[config.mk]
export PLATFORM = sky130hd
export DESIGN_NAME = fault_report_top
export DESIGN_NICKNAME = d
export VERILOG_FILES = /design/src/fault_pkg.sv /design/src/log_if.sv /design/src/fault_capture.sv /design/src/fault_report_top.sv /design/src/log_arbiter.sv /design/src/log_ram.sv
export SDC_FILE = /design/constraint.sdc
export NUM_CORES = 1
export LEC_CHECK = 0
export BUFFER_PORTS_ARGS = -buffer_cell sky130_fd_sc_hd__buf_2
export CORE_UTILIZATION = 60
export CTS_CLUSTER_DIAMETER = 30
export CTS_CLUSTER_SIZE = 8
export DETAILED_ROUTE_END_ITERATION = 6
export GPL_TIMING_DRIVEN = 0
export PLACE_DENSITY = 0.78
export RECOVER_POWER = 25
export REMOVE_ABC_BUFFERS = 1
export SLEW_MARGIN = 30
export SYNTH_ARGS = -nofsm -noshare
export SYNTH_HDL_FRONTEND = slang
export SYNTH_HIERARCHICAL = 1
export SYNTH_SLANG_ARGS = --single-unit
[constraint.sdc]
create_clock -name clk_i -period 4.2 [get_ports clk_i]
set_input_delay 0.42 -clock clk_i [delete_from_list [all_inputs] [get_ports clk_i]]
set_output_delay 0.42 -clock clk_i [all_outputs]
set_load 0.005 [all_outputs]
[src/fault_pkg.sv]
/*
 * Shared definitions for the capability-fault log.
 * Fault kinds, log sizes and the layout of one log record.
 */

package fault_pkg;

  // Fault lines per source, one per fault kind.
  localparam int unsigned FaultW = 9;
  // Fault sources sharing the log.
  localparam int unsigned NumSrc = 2;

  // Log storage geometry.
  localparam int unsigned LogDepth  = 16;
  localparam int unsigned LogAddrW  = 4;
  // One bit wider than the address so a full log is countable.
  localparam int unsigned LogCountW = 5;

  // Free-running cycle stamp, wraps after 2048 cycles.
  localparam int unsigned StampW = 11;

  // Fault kinds in fault line index order.
  typedef enum logic [3:0] {
    bounds               = 4'd0,
    tag                  = 4'd1,
    seal                 = 4'd2,
    perm_exec            = 4'd3,
    perm_load            = 4'd4,
    perm_store           = 4'd5,
    perm_store_cap       = 4'd6,
    perm_store_local_cap = 4'd7,
    acc_sys_regs         = 4'd8
  } fault_kind_e;

  // One log entry, 16 bits.
  typedef struct packed {
    logic [$clog2(NumSrc)-1:0] src;
    fault_kind_e               kind;
    logic [StampW-1:0]         stamp;
  } log_rec_t;

endpackage

[src/log_if.sv]
/*
 * Log write-request bus from a capture block to the arbiter.
 * Request payload holds steady until a clock edge with grant high.
 */
`timescale 1ns/1ns

interface log_if;
  import fault_pkg::*;

  // Request open, level only.
  logic                      req;
  // Source number of the requester.
  logic [$clog2(NumSrc)-1:0] src;
  // Fault kind to log.
  fault_kind_e               kind;
  // Grant, combinational in the arbiter.
  logic                      gnt;

  // Capture side.
  modport producer (
    output req, src, kind,
    input  gnt
  );

  // Arbiter side.
  modport consumer (
    input  req, src, kind,
    output gnt
  );

endinterface

[src/fault_capture.sv]
/*
 * Fault capture for one source.
 * Latches the first occurrence of each fault kind and queues
 * one log request per new kind, lowest kind first.
 */
`timescale 1ns/1ns

module fault_capture #(
  parameter bit SrcId = 1'b0
) (
  input  logic                         clk_i,
  input  logic                         rst_ni,
  input  logic [fault_pkg::FaultW-1:0] fault_i,
  input  logic                         clear_i,
  output logic [fault_pkg::FaultW-1:0] seen_o,
  log_if.producer                      log_o
);
  import fault_pkg::*;

  logic [FaultW-1:0] seen_q;
  logic [FaultW-1:0] pend_q;
  logic [FaultW-1:0] pend_d;
  logic [FaultW-1:0] new_hits;
  logic [FaultW-1:0] done_mask;
  logic              req_q;
  logic              xfer;
  fault_kind_e       kind_q;
  fault_kind_e       next_kind;

  // Lines are modulated, only a clear seen bit counts.
  assign new_hits = fault_i & ~seen_q;
  // Request handed over at this edge.
  assign xfer = req_q & log_o.gnt;

  // Granted kind leaves the pending set.
  always_comb begin
    done_mask = '0;
    if (xfer) begin
      done_mask[kind_q] = 1'b1;
    end
  end

  assign pend_d = (pend_q & ~done_mask) | new_hits;

  // Lowest pending kind goes next.
  always_comb begin
    next_kind = bounds;
    for (int i = FaultW - 1; i >= 0; i--) begin
      if (pend_d[i]) begin
        next_kind = fault_kind_e'(4'(i));
      end
    end
  end

  always_ff @(posedge clk_i or negedge rst_ni) begin
    if (!rst_ni) begin
      seen_q <= '0;
      pend_q <= '0;
      req_q  <= 1'b0;
    end else if (clear_i) begin
      seen_q <= '0;
      pend_q <= '0;
      req_q  <= 1'b0;
    end else begin
      seen_q <= seen_q | fault_i;
      pend_q <= pend_d;
      // New request only once the open one is gone.
      if (!req_q || xfer) begin
        req_q <= |pend_d;
      end
    end
  end

  // Kind follows the pending set while no request is held.
  always_ff @(posedge clk_i) begin
    if (!req_q || xfer) begin
      kind_q <= next_kind;
    end
  end

  assign seen_o    = seen_q;
  assign log_o.req  = req_q;
  assign log_o.src  = SrcId;
  assign log_o.kind = kind_q;

  // Payload holds until the arbiter takes it.
  assert property (@(posedge clk_i) disable iff (!rst_ni)
    log_o.req && !log_o.gnt && !clear_i |=> $stable(log_o.kind));

  // An open request always names a pending kind.
  assert property (@(posedge clk_i) disable iff (!rst_ni)
    log_o.req |-> pend_q[log_o.kind]);

endmodule

[src/fault_report_top.sv]
/*
 * Capability-fault report top level.
 * Two capture blocks share one fault log through an arbiter.
 */
`timescale 1ns/1ns

module fault_report_top (
  input  logic                                    clk_i,
  input  logic                                    rst_ni,
  input  logic [fault_pkg::FaultW-1:0]            fault0_i,
  input  logic [fault_pkg::FaultW-1:0]            fault1_i,
  input  logic                                    clear_i,
  input  logic [fault_pkg::LogAddrW-1:0]          rd_addr_i,
  output logic [$bits(fault_pkg::log_rec_t)-1:0]  rd_data_o,
  output logic [fault_pkg::LogCountW-1:0]         log_count_o,
  output logic [fault_pkg::FaultW-1:0]            seen0_o,
  output logic [fault_pkg::FaultW-1:0]            seen1_o
);
  import fault_pkg::*;

  // Request buses, one per source.
  log_if log0 ();
  log_if log1 ();

  // Log write port.
  logic                wr_en;
  logic [LogAddrW-1:0] wr_addr;
  log_rec_t            wr_data;

  fault_capture #(
    .SrcId (1'b0)
  ) u_capture0 (
    .clk_i,
    .rst_ni,
    .fault_i (fault0_i),
    .clear_i,
    .seen_o  (seen0_o),
    .log_o   (log0)
  );

  fault_capture #(
    .SrcId (1'b1)
  ) u_capture1 (
    .clk_i,
    .rst_ni,
    .fault_i (fault1_i),
    .clear_i,
    .seen_o  (seen1_o),
    .log_o   (log1)
  );

  log_arbiter u_arbiter (
    .clk_i,
    .rst_ni,
    .clear_i,
    .req0        (log0),
    .req1        (log1),
    .wr_en_o     (wr_en),
    .wr_addr_o   (wr_addr),
    .wr_data_o   (wr_data),
    .log_count_o (log_count_o)
  );

  // Host reads the log directly.
  log_ram u_log_ram (
    .clk_i,
    .wr_en_i   (wr_en),
    .wr_addr_i (wr_addr),
    .wr_data_i (wr_data),
    .rd_addr_i (rd_addr_i),
    .rd_data_o (rd_data_o)
  );

endmodule

[src/log_arbiter.sv]
/*
 * Round-robin arbiter for the shared fault log.
 * Stamps each granted request with the cycle count and writes it
 * at the next free log slot, holding grants while the log is full.
 */
`timescale 1ns/1ns

module log_arbiter (
  input  logic                            clk_i,
  input  logic                            rst_ni,
  input  logic                            clear_i,
  log_if.consumer                         req0,
  log_if.consumer                         req1,
  output logic                            wr_en_o,
  output logic [fault_pkg::LogAddrW-1:0]  wr_addr_o,
  output fault_pkg::log_rec_t             wr_data_o,
  output logic [fault_pkg::LogCountW-1:0] log_count_o
);
  import fault_pkg::*;

  logic                 last_q;
  logic [StampW-1:0]    stamp_q;
  logic [LogCountW-1:0] count_q;
  logic                 full;
  logic                 gnt0;
  logic                 gnt1;

  // Log holds LogDepth records.
  assign full = (count_q == LogCountW'(LogDepth));

  // Grant selection.
  always_comb begin
    gnt0 = 1'b0;
    gnt1 = 1'b0;
    if (!full && !clear_i) begin
      if (req0.req && req1.req) begin
        // Contention goes to the source not granted last.
        gnt0 = last_q;
        gnt1 = ~last_q;
      end else begin
        gnt0 = req0.req;
        gnt1 = req1.req;
      end
    end
  end

  assign req0.gnt = gnt0;
  assign req1.gnt = gnt1;

  // Record from the granted source.
  always_comb begin
    wr_data_o.stamp = stamp_q;
    if (gnt1) begin
      wr_data_o.src  = req1.src;
      wr_data_o.kind = req1.kind;
    end else begin
      wr_data_o.src  = req0.src;
      wr_data_o.kind = req0.kind;
    end
  end

  // One write per cycle, at the current count.
  assign wr_en_o   = gnt0 | gnt1;
  assign wr_addr_o = count_q[LogAddrW-1:0];

  always_ff @(posedge clk_i or negedge rst_ni) begin
    if (!rst_ni) begin
      // Source 0 wins the first contention.
      last_q  <= 1'b1;
      stamp_q <= '0;
      count_q <= '0;
    end else begin
      // Stamp runs on through clears and wraps.
      stamp_q <= stamp_q + 1'b1;
      if (wr_en_o) begin
        last_q <= gnt1;
      end
      if (clear_i) begin
        count_q <= '0;
      end else if (wr_en_o) begin
        count_q <= count_q + 1'b1;
      end
    end
  end

  assign log_count_o = count_q;

  // Only one source written per cycle.
  assert property (@(posedge clk_i) disable iff (!rst_ni) !(gnt0 && gnt1));

  // Count stays within the log.
  assert property (@(posedge clk_i) disable iff (!rst_ni)
    count_q <= LogCountW'(LogDepth));

  // Grant only goes to an open request.
  assert property (@(posedge clk_i) disable iff (!rst_ni)
    (req0.gnt -> req0.req) && (req1.gnt -> req1.req));

endmodule

[src/log_ram.sv]
/*
 * Fault log storage.
 * One synchronous write port and one registered read port.
 */
`timescale 1ns/1ns

module log_ram (
  input  logic                           clk_i,
  input  logic                           wr_en_i,
  input  logic [fault_pkg::LogAddrW-1:0] wr_addr_i,
  input  fault_pkg::log_rec_t            wr_data_i,
  input  logic [fault_pkg::LogAddrW-1:0] rd_addr_i,
  output fault_pkg::log_rec_t            rd_data_o
);
  import fault_pkg::*;

  log_rec_t mem_q [LogDepth];
  log_rec_t rd_data_q;

  // Write at the grant edge.
  always_ff @(posedge clk_i) begin
    if (wr_en_i) begin
      mem_q[wr_addr_i] <= wr_data_i;
    end
  end

  // Read data one cycle after the address.
  always_ff @(posedge clk_i) begin
    rd_data_q <= mem_q[rd_addr_i];
  end

  assign rd_data_o = rd_data_q;

endmodule

======== Yosys cells after proc, flatten, opt, wreduce, memory -nomap -nowiden ========
Memories as Yosys holds them, arrays and structs flattened. A register that Yosys moved wholly into a read port is not among the register bits.
Cells that the tools add are included.
storage, ports and cells
  register bits after elaboration ......... 63
  memory bits (writable) .................. 256
  bits of input ports ..................... 25
  output and inout port bits .............. 39
  word-level logic and storage cells ...... 101
  memories ................................ 1
cells by class
  add/subtract/negate cells ............... 2
  magnitude comparators ................... 4
  equal/unequal tests ..................... 1
  multiplexer cells ....................... 39
  bitwise logic cells ..................... 16
  reduce and logical (&&, ||, !) cells .... 21
memories
  name             depth  bits a word  read ports  clocked after memory_dff  write ports  RTL line       RTL
  u_log_ram.mem_q  16     16           1           1                         1            log_ram.sv:17  log_rec_t mem_q [LogDepth];
operators by type and width
  cell                                                                                 number
  9-bit two-way mux                                                                    6
  9-bit AND                                                                            4
  9-bit inverter                                                                       4
  9-bit OR                                                                             4
  3-bit two-way mux                                                                    8
  9-bit OR reduction                                                                   2
  8-bit OR reduction                                                                   2
  5-bit two-way mux                                                                    3
  1-bit two-way mux                                                                    14
  11-bit by 1-bit adder with 11-bit output, second input constant                      1
  4-bit by 5-bit < comparator with 1-bit output, second input constant                 2
  1-bit demux with 4-bit select                                                        2
  4-bit by 1-bit greater-or-equal comparator with 1-bit output, second input constant  2
  2-bit two-way mux                                                                    4
  4-bit two-way mux                                                                    2
  4-bit OR reduction                                                                   2
  2-bit nonzero test                                                                   3
  5-bit by 1-bit adder with 5-bit output, second input constant                        1
  5-bit equality test, second input constant                                           1
  1-bit logical AND                                                                    4
  1-bit logical NOT                                                                    4
  2-bit OR reduction                                                                   2
  1-bit AND                                                                            2
  1-bit logical OR                                                                     2
  2 further kinds                                                                      2

======== Logic depth before layout (Yosys ltp) ========
Gate-level depths: netlist of run 1.
  depth in word-level cells ............... 17
  mapped depth ............................ 10
  gate-level depth less buffers ........... 10

======== Hierarchy ========
The synthesis of run 1 kept the hierarchy.
by module, submodules not included
  module                       times used  cells an instance  area an instance (µm²)  seq. area each (µm²)
  log_ram                      1           432                10,043.4                8,007.7
  fault_capture at u_capture0  1           113                1,127.3                 595.6
  fault_capture at u_capture1  1           111                1,112.3                 595.6
  log_arbiter                  1           80                 920.9                   426.7

======== Worst setup path before layout of run 1 ========
Ideal clock, no wire load.
  path kind ............................... register to register
  from .................................... reg u_capture0.req_q, in the netlist u_capture0/log_o.req
  to ...................................... mem u_log_ram/mem_q[0][0] in the netlist's numbering, enable pin
  setup time .............................. 0.409 ns
  arrival ................................. 2.698 ns
  data required time ...................... 3.791 ns
  slack ................................... 1.092 ns
  stages on the path, launching flop included .. 7
  path buffers ............................ 1
  clock period less this slack ............ 3.108 ns
  cells stage by stage .................... dfrtp_1 clkbuf_1 o21ba_2 nand2_1 inv_1 or3b_2 nor3_1
on the way
  word-level cells in the longest chain between the ends .. 6
  elaborated cells between the ends (all ways) .. 8
  those cells by class .................... 6 x mux; 1 x bitwise; 1 x reduce/logical
RTL lines
  element                                    RTL line                RTL
  from (decl)                                fault_capture.sv:25     logic req_q;
  from (signal assigned)                     fault_capture.sv:69     req_q <= |pend_d;
  1-bit logical AND                          log_arbiter.sv:36       if (req0.req && req1.req) begin
  1-bit two-way mux                          log_arbiter.sv:36
  1-bit two-way mux                          log_arbiter.sv:35       if (!full && !clear_i) begin
  1-bit OR *                                 log_arbiter.sv:63       assign wr_en_o = gnt0 | gnt1;
  via wr_en                                  fault_report_top.sv:26  logic wr_en;
  1-bit two-way mux *                        log_ram.sv:22           if (wr_en_i) begin
  1-bit two-way mux (not written as such) *  log_ram.sv:23           mem_q[wr_addr_i] <= wr_data_i;
  to (decl)                                  log_ram.sv:17
Mark *: on every way through the listed nets, which the timed path passes. The rest lies on a longest branch.

======== Worst setup path in the final report of run 1 ========
  from .................................... reg u_arbiter.count_q[0], in the netlist u_arbiter/log_count_o[0]
  to ...................................... reg u_capture1.kind_q[0], in the netlist u_capture1/log_o.kind[0] (data pin)
on the way
  word-level cells in the longest chain between the ends .. 16
RTL lines
  element                          RTL line             RTL
  from (decl)                      log_arbiter.sv:23    logic [LogCountW-1:0] count_q;
  from (signal assigned)           log_arbiter.sv:81    count_q <= count_q + 1'b1;
  5-bit equality test *            log_arbiter.sv:29    assign full = (count_q == LogCountW'(LogDepth));
  1-bit logical NOT *              log_arbiter.sv:35
  1-bit logical AND *              log_arbiter.sv:35
  1-bit two-way mux *              log_arbiter.sv:35
  via log1.gnt                     log_if.sv:17         logic gnt;
  1-bit AND *                      fault_capture.sv:33  assign xfer = req_q & log_o.gnt;
  9-bit two-way mux *              fault_capture.sv:38  if (xfer) begin
  9-bit inverter *                 fault_capture.sv:43  assign pend_d = (pend_q & ~done_mask) | new_hits;
  9-bit AND *                      fault_capture.sv:43
  9-bit OR *                       fault_capture.sv:43
  3-bit two-way mux (4 in series)  fault_capture.sv:49  if (pend_d[i]) begin
  2-bit two-way mux (2 in series)  fault_capture.sv:49
  1-bit two-way mux                fault_capture.sv:49
  to (signal assigned)             fault_capture.sv:77  kind_q <= next_kind;
  to (decl)                        fault_capture.sv:27  fault_kind_e kind_q;
Marked as above.
A chain may end at the register's enable or synchronous reset.

==> run_summary.xml, run 1 <==
<?xml version="1.0" encoding="UTF-8"?>
<metrics>
  <group name="yosys">
    <metric name="syn-cell-area" unit="sq mm">0.0132</metric>
    <metric name="synth_top_flop_cell" unit="">edfxtp_1</metric>
    <metric name="yosys.cell_count.top_type" unit="">edfxtp_1</metric>
    <metric name="ys_types" unit="">67</metric>
    <metric name="avg_inst_size_synth" unit="sq um">17.9</metric>
    <metric name="synth-warning-count" unit="">6</metric>
    <metric name="synth_largest_type_area_fraction" unit="">0.600</metric>
    <metric name="postSynthCellCount" unit="">736</metric>
    <metric name="synth_area_leaders" unit="">edfxtp_1 (60%), dfrtp_1 (10%), mux4_2 (9.2%)</metric>
    <metric name="synth.cells.most_frequent" unit="">edfxtp_1 (264), nor2_1 (70), dfrtp_1 (54), mux4_2 (54), a22oi_1 (32)</metric>
    <metric name="asyncSetResetFlopFracSynth" unit="">0.164</metric>
    <metric name="yosys_register_bits" unit="">335</metric>
    <metric name="fraction_of_the_yosys_area_taken_by_sequential_cells" unit="">0.729</metric>
    <metric name="yosysTopAreaCell" unit="">edfxtp_1</metric>
    <metric name="synth_edf_count" unit="">264</metric>
  </group>
  <group name="drt">
    <metric name="drt_iter0_drc" unit="">638</metric>
    <metric name="drc_errors" unit="">0</metric>
    <metric name="route.final.wire_length" unit="um">28700</metric>
    <metric name="via_count" unit="">7267</metric>
    <metric name="route.detailed.vias_per_inst" unit="">6.20</metric>
    <metric name="drt-pass1-iter-count" unit="">5</metric>
    <metric name="avgRoutedWirePerCell" unit="um">24.5</metric>
    <metric name="postRouteAntennaNets" unit="">0</metric>
  </group>
  <group name="setup_path">
    <metric name="cpPeakStageDelay" unit="ns">0.75</metric>
    <metric name="classification_of_the_worst_setup_path" unit="">register to register</metric>
    <metric name="regToRegSetupSlack" unit="ns">0.78</metric>
    <metric name="critical_path.max_fanout" unit="">13</metric>
    <metric name="critical_path.endpoint_type" unit="">register</metric>
    <metric name="total_buffers_and_inverters_traversed_by_the_critical_path" unit="">1</metric>
    <metric name="crit_family" unit="">compound AO/OA/AOI/OAI gates</metric>
    <metric name="worst_path_max_delay_cell" unit="">a2111oi_4</metric>
    <metric name="cp_cell_sequence" unit="">inv_1 -&gt; ha_1 -&gt; nor4bb_4 -&gt; a2111oi_4 -&gt; nand4bb_1 -&gt; a211oi_1 -&gt; and3_1 -&gt; a211o_1 -&gt; a21oi_1</metric>
    <metric name="crit_arrival" unit="ns">3.72</metric>
    <metric name="worst-r2r-cell-count" unit="">9</metric>
    <metric name="launch_instance_of_the_worst_register_to_register_path" unit="">u_arbiter/log_count_o[0]</metric>
    <metric name="timing.critical_path.from_type" unit="">register</metric>
    <metric name="crit_path_required_time" unit="ns">4.50</metric>
    <metric name="r2r_end" unit="">u_capture1/log_o.kind[0]</metric>
  </group>
  <group name="die">
    <metric name="num_io_pins" unit="">64</metric>
    <metric name="floorplan.initialDensity" unit="">0.620</metric>
    <metric name="placementRows" unit="">53</metric>
    <metric name="die_area" unit="sq mm">0.0226</metric>
    <metric name="core_area" unit="sq mm">0.0213</metric>
    <metric name="die_y" unit="um">150</metric>
    <metric name="overall_die_width" unit="um">150</metric>
  </group>
  <group name="job">
    <metric name="cap_viol_max_count" unit="">2</metric>
  </group>
  <group name="cells_and_area">
    <metric name="layout.nets" unit="">876</metric>
    <metric name="nFillCells" unit="">1200</metric>
    <metric name="layout-area-overhead-vs-synth" unit="%">20.4</metric>
    <metric name="final_core_utilization" unit="">0.747</metric>
    <metric name="final_area" unit="sq mm">0.0159</metric>
    <metric name="antenna-diode-count" unit="">0</metric>
    <metric name="drive_gt1_frac" unit="">0.294</metric>
  </group>
  <group name="clock_network">
    <metric name="cts-root-to-sink-buffers" unit="">3</metric>
    <metric name="clk_pin_slew" unit="ns">0.05</metric>
    <metric name="insertion_delay" unit="ns">0.57</metric>
    <metric name="cts.sink_count" unit="">335</metric>
    <metric name="cts_tree" unit="">built</metric>
    <metric name="htree_levels" unit="">2</metric>
    <metric name="tritoncts.num_buffers" unit="">58</metric>
    <metric name="root_buffer" unit="">clkbuf_16</metric>
  </group>
  <group name="timing">
    <metric name="max_slew_violation_total_from_the_final_report" unit="">103</metric>
    <metric name="max-slew-margin-rel" unit="">-1.09</metric>
    <metric name="clock-skew-final" unit="ns">0.0186</metric>
    <metric name="final.min_clock_period" unit="ns">3.42</metric>
    <metric name="timing.final.crit_share" unit="">0.814</metric>
    <metric name="fmax" unit="MHz">293</metric>
    <metric name="grt_setup_unrepaired" unit="">no</metric>
    <metric name="hold_violations" unit="">0</metric>
    <metric name="worst_hold_slack" unit="ns">0.0912</metric>
    <metric name="slew_worst_pin" unit="ns">3.14</metric>
    <metric name="setup_viol" unit="">0</metric>
  </group>
  <group name="global_routing">
    <metric name="globalRouteOverflowTotal" unit="">0</metric>
    <metric name="grt_max_degree" unit="">56</metric>
    <metric name="grt_antenna_before_repair" unit="">0</metric>
    <metric name="wire_length_of_the_first_global_routing_pass" unit="um">44300</metric>
    <metric name="track_usage" unit="">0.273</metric>
    <metric name="grt_pass1_vias" unit="">7705</metric>
  </group>
  <group name="power_and_ir_drop">
    <metric name="power.share.combinational" unit="">0.053</metric>
    <metric name="vdd_ir_drop_max" unit="mV">0.355</metric>
    <metric name="power_leakage" unit="nW">5.77</metric>
    <metric name="cellPowerDensity" unit="mW/mm^2">531</metric>
    <metric name="intPower" unit="mW">6.62</metric>
    <metric name="switching_share" unit="">0.217</metric>
    <metric name="p_seq_frac" unit="">0.444</metric>
    <metric name="power.share.clock" unit="">0.503</metric>
    <metric name="power_switching" unit="mW">1.83</metric>
  </group>
  <group name="min_path">
    <metric name="hold_class" unit="">input pin to register</metric>
    <metric name="worst_hold_path.num_cells" unit="">3</metric>
    <metric name="timing.hold.worst.start" unit="">fault1_i[6]</metric>
    <metric name="worstHoldEndpoint" unit="">u_capture1/seen_o[6]</metric>
  </group>
  <group name="place">
    <metric name="place_congestion" unit="">0.818</metric>
    <metric name="dp_hpwl" unit="um">16100</metric>
    <metric name="placed_area" unit="sq mm">0.0141</metric>
    <metric name="port_buffers" unit="">63</metric>
  </group>
  <group name="run_status">
    <metric name="violated_checks" unit="">max-capacitance violations, max-slew violations</metric>
    <metric name="run_status" unit="">finished with violations</metric>
  </group>
</metrics>
-- cell type report --
cell class,count,area [sq um],area share
flip-flops and latches,335,9630,0.605
multi-input cells,356,3460,0.218
clock buffers,87,1650,0.104
repair buffers,85,608,0.0382
well taps,275,344,0.0216
clock inverters,22,165,0.0104
inverters,12,45.0,0.00283
-- metrics by stage --
stage | total power [mW] | std cells | worst slack (ns) | TNS (ns)
finish | 8.44 | 1172 | 0.783 | 0
global placement | 4.19 | 1041 | -0.466 | -20.11
floorplan | 4.03 | 703 | 1.06 | 0
detailed placement | 4.25 | 1062 | 0.858 | 0
CTS | 8.50 | 1172 | 0.761 | 0
global route | 8.71 | 1172 | 0.389 | 0
-- cells by family (layout without fill, tap and decap cells) --
logic type / Yosys count / in the layout / synth area share
flip-flops: 335 / 335 / 0.729
AND/OR/NAND/NOR: 175 / 175 / 0.0717
AO/OA/AOI/OAI: 96 / 96 / 0.0544
multiplexers: 69 / 69 / 0.116
buffers and inverters: 45 / 206 / 0.0179
XOR/XNOR: 11 / 11 / 0.00730
adder cells (fa/ha/maj): 3 / 3 / 0.00284
other: 2 / 2 / 0.000569
-- how the worst max path moves through the flow --
stage / from / to / slack (ns) / cells past startpoint
finish: u_arbiter/log_count_o[0] / u_capture1/log_o.kind[0] / 0.78 / 9
global route: rst_ni / u_capture1/seen_o[0] / 0.39 / 2
CTS: u_arbiter/log_count_o[0] / u_capture1/log_o.kind[0] / 0.76 / 9
detailed placement: u_arbiter/log_count_o[0] / u_capture1/log_o.kind[0] / 0.86 / 9
global placement: clear_i / u_log_ram/mem_q[0][9] / -0.47 / 6
floorplan: u_arbiter/log_count_o[0] / u_log_ram/mem_q[0][0] / 1.06 / 7
-- routing by layer --
layer,global-route usage,share of wire,vias up
met5,0,0,-
met4,0.111,0.031,0
met3,0.0536,0.078,72
met2,0.460,0.51,370
met1,0.350,0.38,3681
li1,-,-,3144
-- repair_timing --
action                    4_1_cts  5_1_grt
gates resized for setup         0        0
hold buffers                    1        0
hold endpoints to repair       54        0
buffers inserted                0        0
-- sequential cells by signal (all words and copies together), names as in the netlist, 4 cells and up --
register               count
u_arbiter/log_count_o      5
u_arbiter/stamp_q         11
u_capture0/log_o.kind      4
u_capture0/pend_q          9
u_capture0/seen_o          9
u_capture1/log_o.kind      4
u_capture1/pend_q          9
u_capture1/seen_o          9
u_log_ram/mem_q          256
u_log_ram/rd_data_o       16
-- tightest hold or removal path, stage by stage --
cell and delay, ns:
buf_2 0.08, nor2_1 0.04, nor2_1 0.07
-- layout by cell type (no fill, tap or decap), types with 4 or more instances in the layout --
master / count
o21ai_0: 8
buf_6: 8
nand3b_1: 4
mux4_2: 54
clkinv_1: 4
nand3_1: 12
nor2_4: 12
nor3_2: 4
nor2b_1: 18
buf_2: 59
inv_1: 12
buf_4: 5
nand2_1: 30
buf_8: 8
a21oi_1: 18
a22oi_1: 32
clkinv_2: 11
clkbuf_8: 7
nand2b_1: 7
dfrtp_1: 54
o21a_1: 4
nor3_1: 5
clkbuf_16: 59
clkbuf_1: 23
dfxtp_1: 16
a31oi_1: 4
edfxtp_1: 264
a21boi_1: 4
mux2_2: 5
nor2_1: 57
xnor2_1: 8
mux4_1: 10
-- power groups by stage --
| stage | combinational [mW] | clock (mW) | sequential (mW) |
|---|---|---|---|
| 2_1_floorplan | 0.243 | 0 | 3.79 |
| 3_3_place_gp | 0.392 | 0 | 3.80 |
| 3_5_place_dp | 0.438 | 0 | 3.81 |
| 4_1_cts | 0.448 | 4.30 | 3.75 |
| 5_1_grt | 0.486 | 4.46 | 3.76 |
| 6_report | 0.445 | 4.25 | 3.75 |
Note: power is estimated with default switching activity, not from simulation.
==> run 2: changes to the inputs <==
- ABC_AREA: unset -> 1
- clock period: 4.2 -> 3.5 ns (I/O delays scaled with it)
==> run 2 against run 1 <==
The flow still finishes with violations (max-capacitance violations, max-slew violations). Via count grew 42%. Clock-buffer cell count grew 3. Combinational power grew 49%. Sequential cell count is the same. Utilization shrank 0.19 points. Clock skew shrank 0.0049 ns. First-iteration DRC count grew 48%. Design area grew 11%. Synthesized cell count grew 97%. Critical endpoint is now u_log_ram/mem_q[14][10].
==> run_summary.xml, run 2 <==
<?xml version="1.0" encoding="UTF-8"?>
<metrics>
  <group name="run_status">
    <metric name="run_status" unit="">finished with violations</metric>
    <metric name="violated_checks" unit="">max-capacitance violations, max-slew violations</metric>
  </group>
  <group name="timing">
    <metric name="grt_setup_unrepaired" unit="">no</metric>
    <metric name="hold_violations" unit="">0</metric>
    <metric name="clock-skew-final" unit="ns">0.0137</metric>
    <metric name="post-route-worst-setup-slack" unit="ns">0.609</metric>
    <metric name="setup_viol" unit="">0</metric>
    <metric name="timing.final.crit_share" unit="">0.826</metric>
    <metric name="max_slew_violation_total_from_the_final_report" unit="">42</metric>
    <metric name="worst_hold_slack" unit="ns">0.0394</metric>
    <metric name="final.min_clock_period" unit="ns">2.89</metric>
    <metric name="fmax" unit="MHz">346</metric>
    <metric name="max-slew-margin-rel" unit="">-0.234</metric>
    <metric name="slew_worst_pin" unit="ns">1.85</metric>
  </group>
  <group name="place">
    <metric name="pre_cts_ws" unit="ns">0.769</metric>
    <metric name="place_congestion" unit="">0.796</metric>
    <metric name="port_buffers" unit="">63</metric>
    <metric name="dp_hpwl" unit="um">17100</metric>
  </group>
  <group name="clock_network">
    <metric name="htree_levels" unit="">3</metric>
    <metric name="cts_tree" unit="">built</metric>
    <metric name="cts-root-to-sink-buffers" unit="">3</metric>
    <metric name="root_buffer" unit="">clkbuf_16</metric>
    <metric name="cts_post_setup_buffers_inserted" unit="">0</metric>
    <metric name="clk_pin_slew" unit="ns">0.04</metric>
    <metric name="insertion_delay" unit="ns">0.54</metric>
    <metric name="cts.sink_count" unit="">335</metric>
    <metric name="tritoncts.num_buffers" unit="">66</metric>
  </group>
  <group name="setup_path">
    <metric name="classification_of_the_worst_setup_path" unit="">input pin to register</metric>
    <metric name="cp_cell_sequence" unit="">clkbuf_1 -&gt; inv_2 -&gt; nand3_4 -&gt; nand2_4 -&gt; nand3_1 -&gt; nor2_4 -&gt; buf_8</metric>
    <metric name="crit_path_required_time" unit="ns">3.79</metric>
    <metric name="crit_family" unit="">buffers and inverters</metric>
    <metric name="timing.critical_path.from_type" unit="">input pin</metric>
    <metric name="crit_arrival" unit="ns">3.18</metric>
    <metric name="regToRegSetupSlack" unit="ns">0.72</metric>
    <metric name="worst_path_max_delay_cell" unit="">clkbuf_1</metric>
    <metric name="r2r_end" unit="">u_log_ram/mem_q[6][8]</metric>
    <metric name="path_depth" unit="">7</metric>
    <metric name="cpPeakStageDelay" unit="ns">1.30</metric>
    <metric name="worst-r2r-cell-count" unit="">9</metric>
    <metric name="launch_instance_of_the_worst_register_to_register_path" unit="">u_arbiter/log_count_o[0]</metric>
    <metric name="critical_path.endpoint_type" unit="">register</metric>
    <metric name="total_buffers_and_inverters_traversed_by_the_critical_path" unit="">3</metric>
    <metric name="critical_path.max_fanout" unit="">41</metric>
  </group>
  <group name="global_routing">
    <metric name="grt_pass1_vias" unit="">10000</metric>
    <metric name="globalRouteOverflowTotal" unit="">0</metric>
    <metric name="wire_length_of_the_first_global_routing_pass" unit="um">51100</metric>
    <metric name="track_usage" unit="">0.277</metric>
    <metric name="grt_antenna_before_repair" unit="">0</metric>
    <metric name="grt_max_degree" unit="">118</metric>
  </group>
  <group name="power_and_ir_drop">
    <metric name="cellPowerDensity" unit="mW/mm^2">648</metric>
    <metric name="vdd_ir_drop_max" unit="mV">0.464</metric>
    <metric name="power_leakage" unit="nW">7.93</metric>
  </group>
  <group name="yosys">
    <metric name="ys_types" unit="">40</metric>
    <metric name="synth_edf_count" unit="">264</metric>
    <metric name="yosys_register_bits" unit="">335</metric>
    <metric name="avg_inst_size_synth" unit="sq um">10.0</metric>
    <metric name="postSynthCellCount" unit="">1453</metric>
    <metric name="synth_largest_type_area_fraction" unit="">0.543</metric>
    <metric name="asyncSetResetFlopFracSynth" unit="">0.164</metric>
    <metric name="synth-warning-count" unit="">6</metric>
    <metric name="fraction_of_the_yosys_area_taken_by_sequential_cells" unit="">0.660</metric>
    <metric name="synth_area_leaders" unit="">edfxtp_1 (54%), nand2_1 (10%), dfrtp_1 (9.3%)</metric>
    <metric name="synth.cells.most_frequent" unit="">nand2_1 (406), edfxtp_1 (264), inv_1 (256)</metric>
    <metric name="syn-cell-area" unit="sq mm">0.0146</metric>
    <metric name="synth_top_flop_cell" unit="">edfxtp_1</metric>
    <metric name="yosysTopAreaCell" unit="">edfxtp_1</metric>
    <metric name="yosys.cell_count.top_type" unit="">nand2_1</metric>
  </group>
  <group name="min_path">
    <metric name="hold_class" unit="">input pin to register</metric>
    <metric name="timing.hold.worst.start" unit="">fault1_i[4]</metric>
    <metric name="worstHoldEndpoint" unit="">u_capture1/seen_o[4]</metric>
    <metric name="worst_hold_path.num_cells" unit="">3</metric>
  </group>
  <group name="die">
    <metric name="num_io_pins" unit="">64</metric>
    <metric name="core_area" unit="sq mm">0.0237</metric>
    <metric name="die_y" unit="um">158</metric>
    <metric name="overall_die_width" unit="um">158</metric>
    <metric name="die_area" unit="sq mm">0.0249</metric>
    <metric name="floorplan.initialDensity" unit="">0.616</metric>
    <metric name="placementRows" unit="">56</metric>
  </group>
  <group name="cells_and_area">
    <metric name="final_common_cell" unit="">nand2_1</metric>
    <metric name="nFillCells" unit="">1449</metric>
    <metric name="most-common-layout-cells" unit="">nand2_1 (406), edfxtp_1 (264), inv_1 (255)</metric>
    <metric name="multi_input_area" unit="sq mm">0.00371</metric>
    <metric name="drive_gt1_frac" unit="">0.152</metric>
    <metric name="layout-area-overhead-vs-synth" unit="%">21.0</metric>
    <metric name="seq_area" unit="sq mm">0.00963</metric>
    <metric name="layout.nets" unit="">1565</metric>
    <metric name="largest_register_ffs" unit="">256</metric>
    <metric name="regMostFlops" unit="">u_log_ram/mem_q</metric>
    <metric name="antenna-diode-count" unit="">0</metric>
  </group>
  <group name="drt">
    <metric name="via_count" unit="">10300</metric>
    <metric name="route.final.wire_length" unit="um">33100</metric>
    <metric name="drt-pass1-iter-count" unit="">6</metric>
    <metric name="postRouteAntennaNets" unit="">0</metric>
    <metric name="avgRoutedWirePerCell" unit="um">17.3</metric>
    <metric name="drc_errors" unit="">0</metric>
    <metric name="drt_iter0_drc" unit="">946</metric>
    <metric name="route.detailed.vias_per_inst" unit="">5.40</metric>
  </group>
  <group name="job">
    <metric name="cap_viol_max_count" unit="">1</metric>
  </group>
</metrics>
==> run 2: cell types whose count changed after synthesis, sizes merged, moves of 7 or more <==
cell    before  now
a22oi       32    1
nand2       30  412
mux4        64    0
nand2b       7    0
nor2b       20    0
nor2        70   95
a21oi       20   13
inv         12  265
buf         19   49
nand3       13  221
o21ai       10   23
==> run 2: logic make-up after synthesis <==
kind of cell    synth area share
fa+ha+maj                0.00257
flops                      0.660
other cells             0.000515
simple gates               0.220
xor+xnor                 0.00540
compound gates            0.0183
buf+inv                   0.0938
==> run 2: final cells by class <==
type,count,share of cell area
Sequential cell,335,0.545
Inverter,266,0.0574
Tap cell,319,0.0226
Timing Repair Buffer,77,0.0366
Clock buffer,90,0.106
Clock inverter,30,0.0216
Multi-Input combinational cell,791,0.210
==> run 2: where the power goes <==
part / switching, mW / total (mW) / internal [mW]
Combinational: 0.458 / 0.664 / 0.205
Clock: 1.92 / 6.29 / 4.37
Sequential: 0.0582 / 4.48 / 4.42
==> run 2: metrics by stage <==
| stage | power [mW] | area (sq um) | instances | util | setup TNS (ns) |
|---|---|---|---|---|---|
| final | 11.4 | 17600 | 1908 | 0.745 | 0 |
| after global routing | 11.8 | 17600 | 1908 | 0.745 | 0 |
| after CTS | 11.5 | 17600 | 1908 | 0.745 | 0 |
| after detailed placement | 5.19 | 15400 | 1787 | 0.650 | 0 |
| after global placement | 5.12 | 14900 | 1774 | 0.631 | -23.53 |
| after floorplan | 4.88 | 14200 | 1392 | - | 0 |
==> run 2: how the worst max path moves through the flow <==
stage	start	endpoint	slack [ns]
global route	clear_i	u_capture1/log_o.kind[2]	0.33
global placement	rd_addr_i[0]	u_log_ram/rd_data_o[3]	-1.51
detailed placement	clear_i	u_log_ram/mem_q[6][8]	0.77
floorplan	u_arbiter/log_count_o[0]	u_log_ram/mem_q[12][0]	1.11
finish	clear_i	u_log_ram/mem_q[14][10]	0.61
CTS	u_arbiter/log_count_o[0]	u_log_ram/mem_q[5][10]	0.74
==> run 2: tightest hold or removal path, cell delays in order <==
cell	delay (ns)
buf_2	0.09
nor2_1	0.04
nor2_1	0.07
==> run 2: routing by layer <==
layer  vias up  GRT usage  share of wire
li1       4827          -              -
met4         0      0.161          0.040
met2       565      0.459           0.49
met1      4790      0.342           0.37
met5         -          0              0
met3       114     0.0515          0.095
==> run 2: timing repair <==
| item | in CTS | in global routing |
|---|---|---|
| hold endpoints to repair | 54 | 0 |
| gates resized for setup | 0 | 0 |
| hold buffers | 1 | 0 |
==> run 3: changes to the inputs <==
- clock period: 3.5 -> 2.7 ns (I/O delays scaled with it)
==> run 3 against run 2 <==
The run ends with design-rule violations left. Clock skew up 0.0014 ns. Sequential power rose by 29%. Wire length up 3.5%. Sequential share of layout area shrank 1.2 points. Hold slack better by 0.24 ns. Critical endpoint is now u_log_ram/mem_q[2][7].
==> run_summary.xml, run 3 (synthesis results as in run 2) <==
<?xml version="1.0" encoding="UTF-8"?>
<metrics>
  <group name="setup_path">
    <metric name="cp_cell_sequence" unit="">inv_1 -&gt; ha_1 -&gt; nand2_1 -&gt; inv_1 -&gt; nand2_2 -&gt; nand3_4 -&gt; nand2_4 -&gt; nand2_1 -&gt; nor2_4 -&gt; buf_16</metric>
    <metric name="launch_instance_of_the_worst_register_to_register_path" unit="">u_arbiter/log_count_o[1]</metric>
    <metric name="crit_path_required_time" unit="ns">2.94</metric>
    <metric name="critical_path.max_fanout" unit="">10</metric>
    <metric name="worst_path_max_delay_cell" unit="">dfrtp_1</metric>
    <metric name="crit_arrival" unit="ns">2.79</metric>
    <metric name="classification_of_the_worst_setup_path" unit="">register to register</metric>
    <metric name="cp-startpoint" unit="">u_arbiter/log_count_o[1]</metric>
    <metric name="cpPeakStageDelay" unit="ns">0.52</metric>
    <metric name="timing.critical_path.from_type" unit="">register</metric>
    <metric name="critical_path.endpoint_type" unit="">register</metric>
  </group>
  <group name="min_path">
    <metric name="timing.hold.worst.start" unit="">rd_addr_i[3]</metric>
    <metric name="hold_class" unit="">input pin to register</metric>
  </group>
  <group name="global_routing">
    <metric name="grt_max_degree" unit="">118</metric>
    <metric name="globalRouteOverflowTotal" unit="">0</metric>
    <metric name="grt_pass1_vias" unit="">10300</metric>
    <metric name="wire_length_of_the_first_global_routing_pass" unit="um">53000</metric>
    <metric name="track_usage" unit="">0.289</metric>
    <metric name="grt_antenna_before_repair" unit="">0</metric>
  </group>
  <group name="cells_and_area">
    <metric name="antenna-diode-count" unit="">0</metric>
    <metric name="most-common-layout-cells" unit="">nand2_1 (406), edfxtp_1 (264), inv_1 (255)</metric>
    <metric name="final_core_utilization" unit="">0.762</metric>
    <metric name="multi_input_area" unit="sq mm">0.00371</metric>
    <metric name="regMostFlops" unit="">u_log_ram/mem_q</metric>
    <metric name="seq_area" unit="sq mm">0.00963</metric>
    <metric name="final_common_cell" unit="">nand2_1</metric>
    <metric name="layout.nets" unit="">1601</metric>
    <metric name="nFillCells" unit="">1377</metric>
    <metric name="layout-area-overhead-vs-synth" unit="%">23.7</metric>
    <metric name="drive_gt1_frac" unit="">0.160</metric>
    <metric name="largest_register_ffs" unit="">256</metric>
  </group>
  <group name="timing">
    <metric name="worst_hold_slack" unit="ns">0.284</metric>
    <metric name="slew_worst_pin" unit="ns">1.38</metric>
    <metric name="timing.final.crit_share" unit="">0.943</metric>
    <metric name="clock-skew-final" unit="ns">0.0151</metric>
    <metric name="fmax" unit="MHz">393</metric>
    <metric name="grt_setup_unrepaired" unit="">no</metric>
    <metric name="max-slew-margin-rel" unit="">0.0812</metric>
    <metric name="final.min_clock_period" unit="ns">2.55</metric>
    <metric name="max_slew_violation_total_from_the_final_report" unit="">0</metric>
    <metric name="setup_viol" unit="">0</metric>
    <metric name="final.setup.tns" unit="ns">0</metric>
    <metric name="hold_violations" unit="">0</metric>
  </group>
  <group name="die">
    <metric name="num_io_pins" unit="">64</metric>
    <metric name="overall_die_width" unit="um">158</metric>
    <metric name="die_area" unit="sq mm">0.0249</metric>
    <metric name="placementRows" unit="">56</metric>
    <metric name="core_area" unit="sq mm">0.0237</metric>
    <metric name="floorplan.initialDensity" unit="">0.616</metric>
    <metric name="die_y" unit="um">158</metric>
  </group>
  <group name="place">
    <metric name="place_congestion" unit="">0.796</metric>
    <metric name="dp_hpwl" unit="um">17100</metric>
    <metric name="port_buffers" unit="">63</metric>
  </group>
  <group name="drt">
    <metric name="postRouteAntennaNets" unit="">0</metric>
    <metric name="drc_errors" unit="">1</metric>
    <metric name="via_count" unit="">10500</metric>
    <metric name="drt-pass1-iter-count" unit="">7</metric>
    <metric name="avgRoutedWirePerCell" unit="um">17.6</metric>
    <metric name="route.detailed.vias_per_inst" unit="">5.39</metric>
    <metric name="drt_iter0_drc" unit="">888</metric>
    <metric name="route.final.wire_length" unit="um">34200</metric>
  </group>
  <group name="power_and_ir_drop">
    <metric name="power" unit="mW">14.9</metric>
    <metric name="power_leakage" unit="nW">8.12</metric>
    <metric name="cellPowerDensity" unit="mW/mm^2">824</metric>
    <metric name="vdd_ir_drop_max" unit="mV">0.770</metric>
  </group>
  <group name="clock_network">
    <metric name="insertion_delay" unit="ns">0.54</metric>
    <metric name="cts-root-to-sink-buffers" unit="">3</metric>
    <metric name="htree_levels" unit="">3</metric>
    <metric name="tritoncts.num_buffers" unit="">66</metric>
    <metric name="root_buffer" unit="">clkbuf_16</metric>
    <metric name="cts.sink_count" unit="">335</metric>
    <metric name="cts_tree" unit="">built</metric>
    <metric name="clk_pin_slew" unit="ns">0.04</metric>
  </group>
  <group name="run_status">
    <metric name="run_status" unit="">finished with violations</metric>
    <metric name="violated_checks" unit="">design-rule violations</metric>
  </group>
  <group name="job">
    <metric name="cap_viol_max_count" unit="">0</metric>
  </group>
</metrics>
run 3: timing repair:
item | CTS | global route
hold endpoints to repair | 72 | 0
hold buffers | 19 | 0
resized for setup | 0 | 1
pin swaps | 7 | 0
setup buffers | 18 | 0
setup endpoints to repair | 113 | 31
run 3: power by group:
part / switching [mW] / internal [mW]
Sequential: 0.0770 / 5.73
Combinational: 0.602 / 0.283
Clock: 2.52 / 5.66
Total: 3.20 / 11.7
run 3: final cells by class:
| cell class | count | area share |
|---|---|---|
| Multi-Input combinational cell | 791 | 0.206 |
| Sequential cell | 335 | 0.533 |
| Inverter | 266 | 0.0561 |
| Clock buffer | 90 | 0.103 |
| Timing Repair Buffer | 113 | 0.0581 |
| Tap cell | 319 | 0.0221 |
| Clock inverter | 30 | 0.0211 |
run 3: worst paths after layout:
check,to,slack (ns),depth (start not counted)
min in group asynchronous,u_capture0/seen_o[7],0.60,2
worst max-delay path,u_log_ram/mem_q[2][7],0.15,10
worst max register to register,u_log_ram/mem_q[2][7],0.15,10
max in group asynchronous,u_arbiter/log_count_o[0],1.18,2
worst min-delay path,u_log_ram/rd_data_o[4],0.28,3
worst min register to register,u_arbiter/last_q,0.51,2
run 3: layer usage:
layer,track usage,part of all wire
met1,0.352,0.37
met2,0.479,0.49
met3,0.0591,0.095
met4,0.169,0.045
met5,0,0
run 3: critical path, delay by kind of cell (launching register included):
kind | cells | cell delay (ns)
AND/OR/NAND/NOR | 6 | 1.16
flip-flops | 1 | 0.52
adder cells (fa/ha/maj) | 1 | 0.18
buffers and inverters | 3 | 0.35
run 3: through the flow:
step | worst slack [ns] | instance area (sq um) | cells
CTS | 0.141 | 18100 | 1944
detailed placement | -0.0201 | 15400 | 1787
finish | 0.154 | 18000 | 1944
global route | 0.0130 | 18000 | 1944
floorplan | 0.309 | 14200 | 1392
global placement | -2.23 | 14900 | 1774
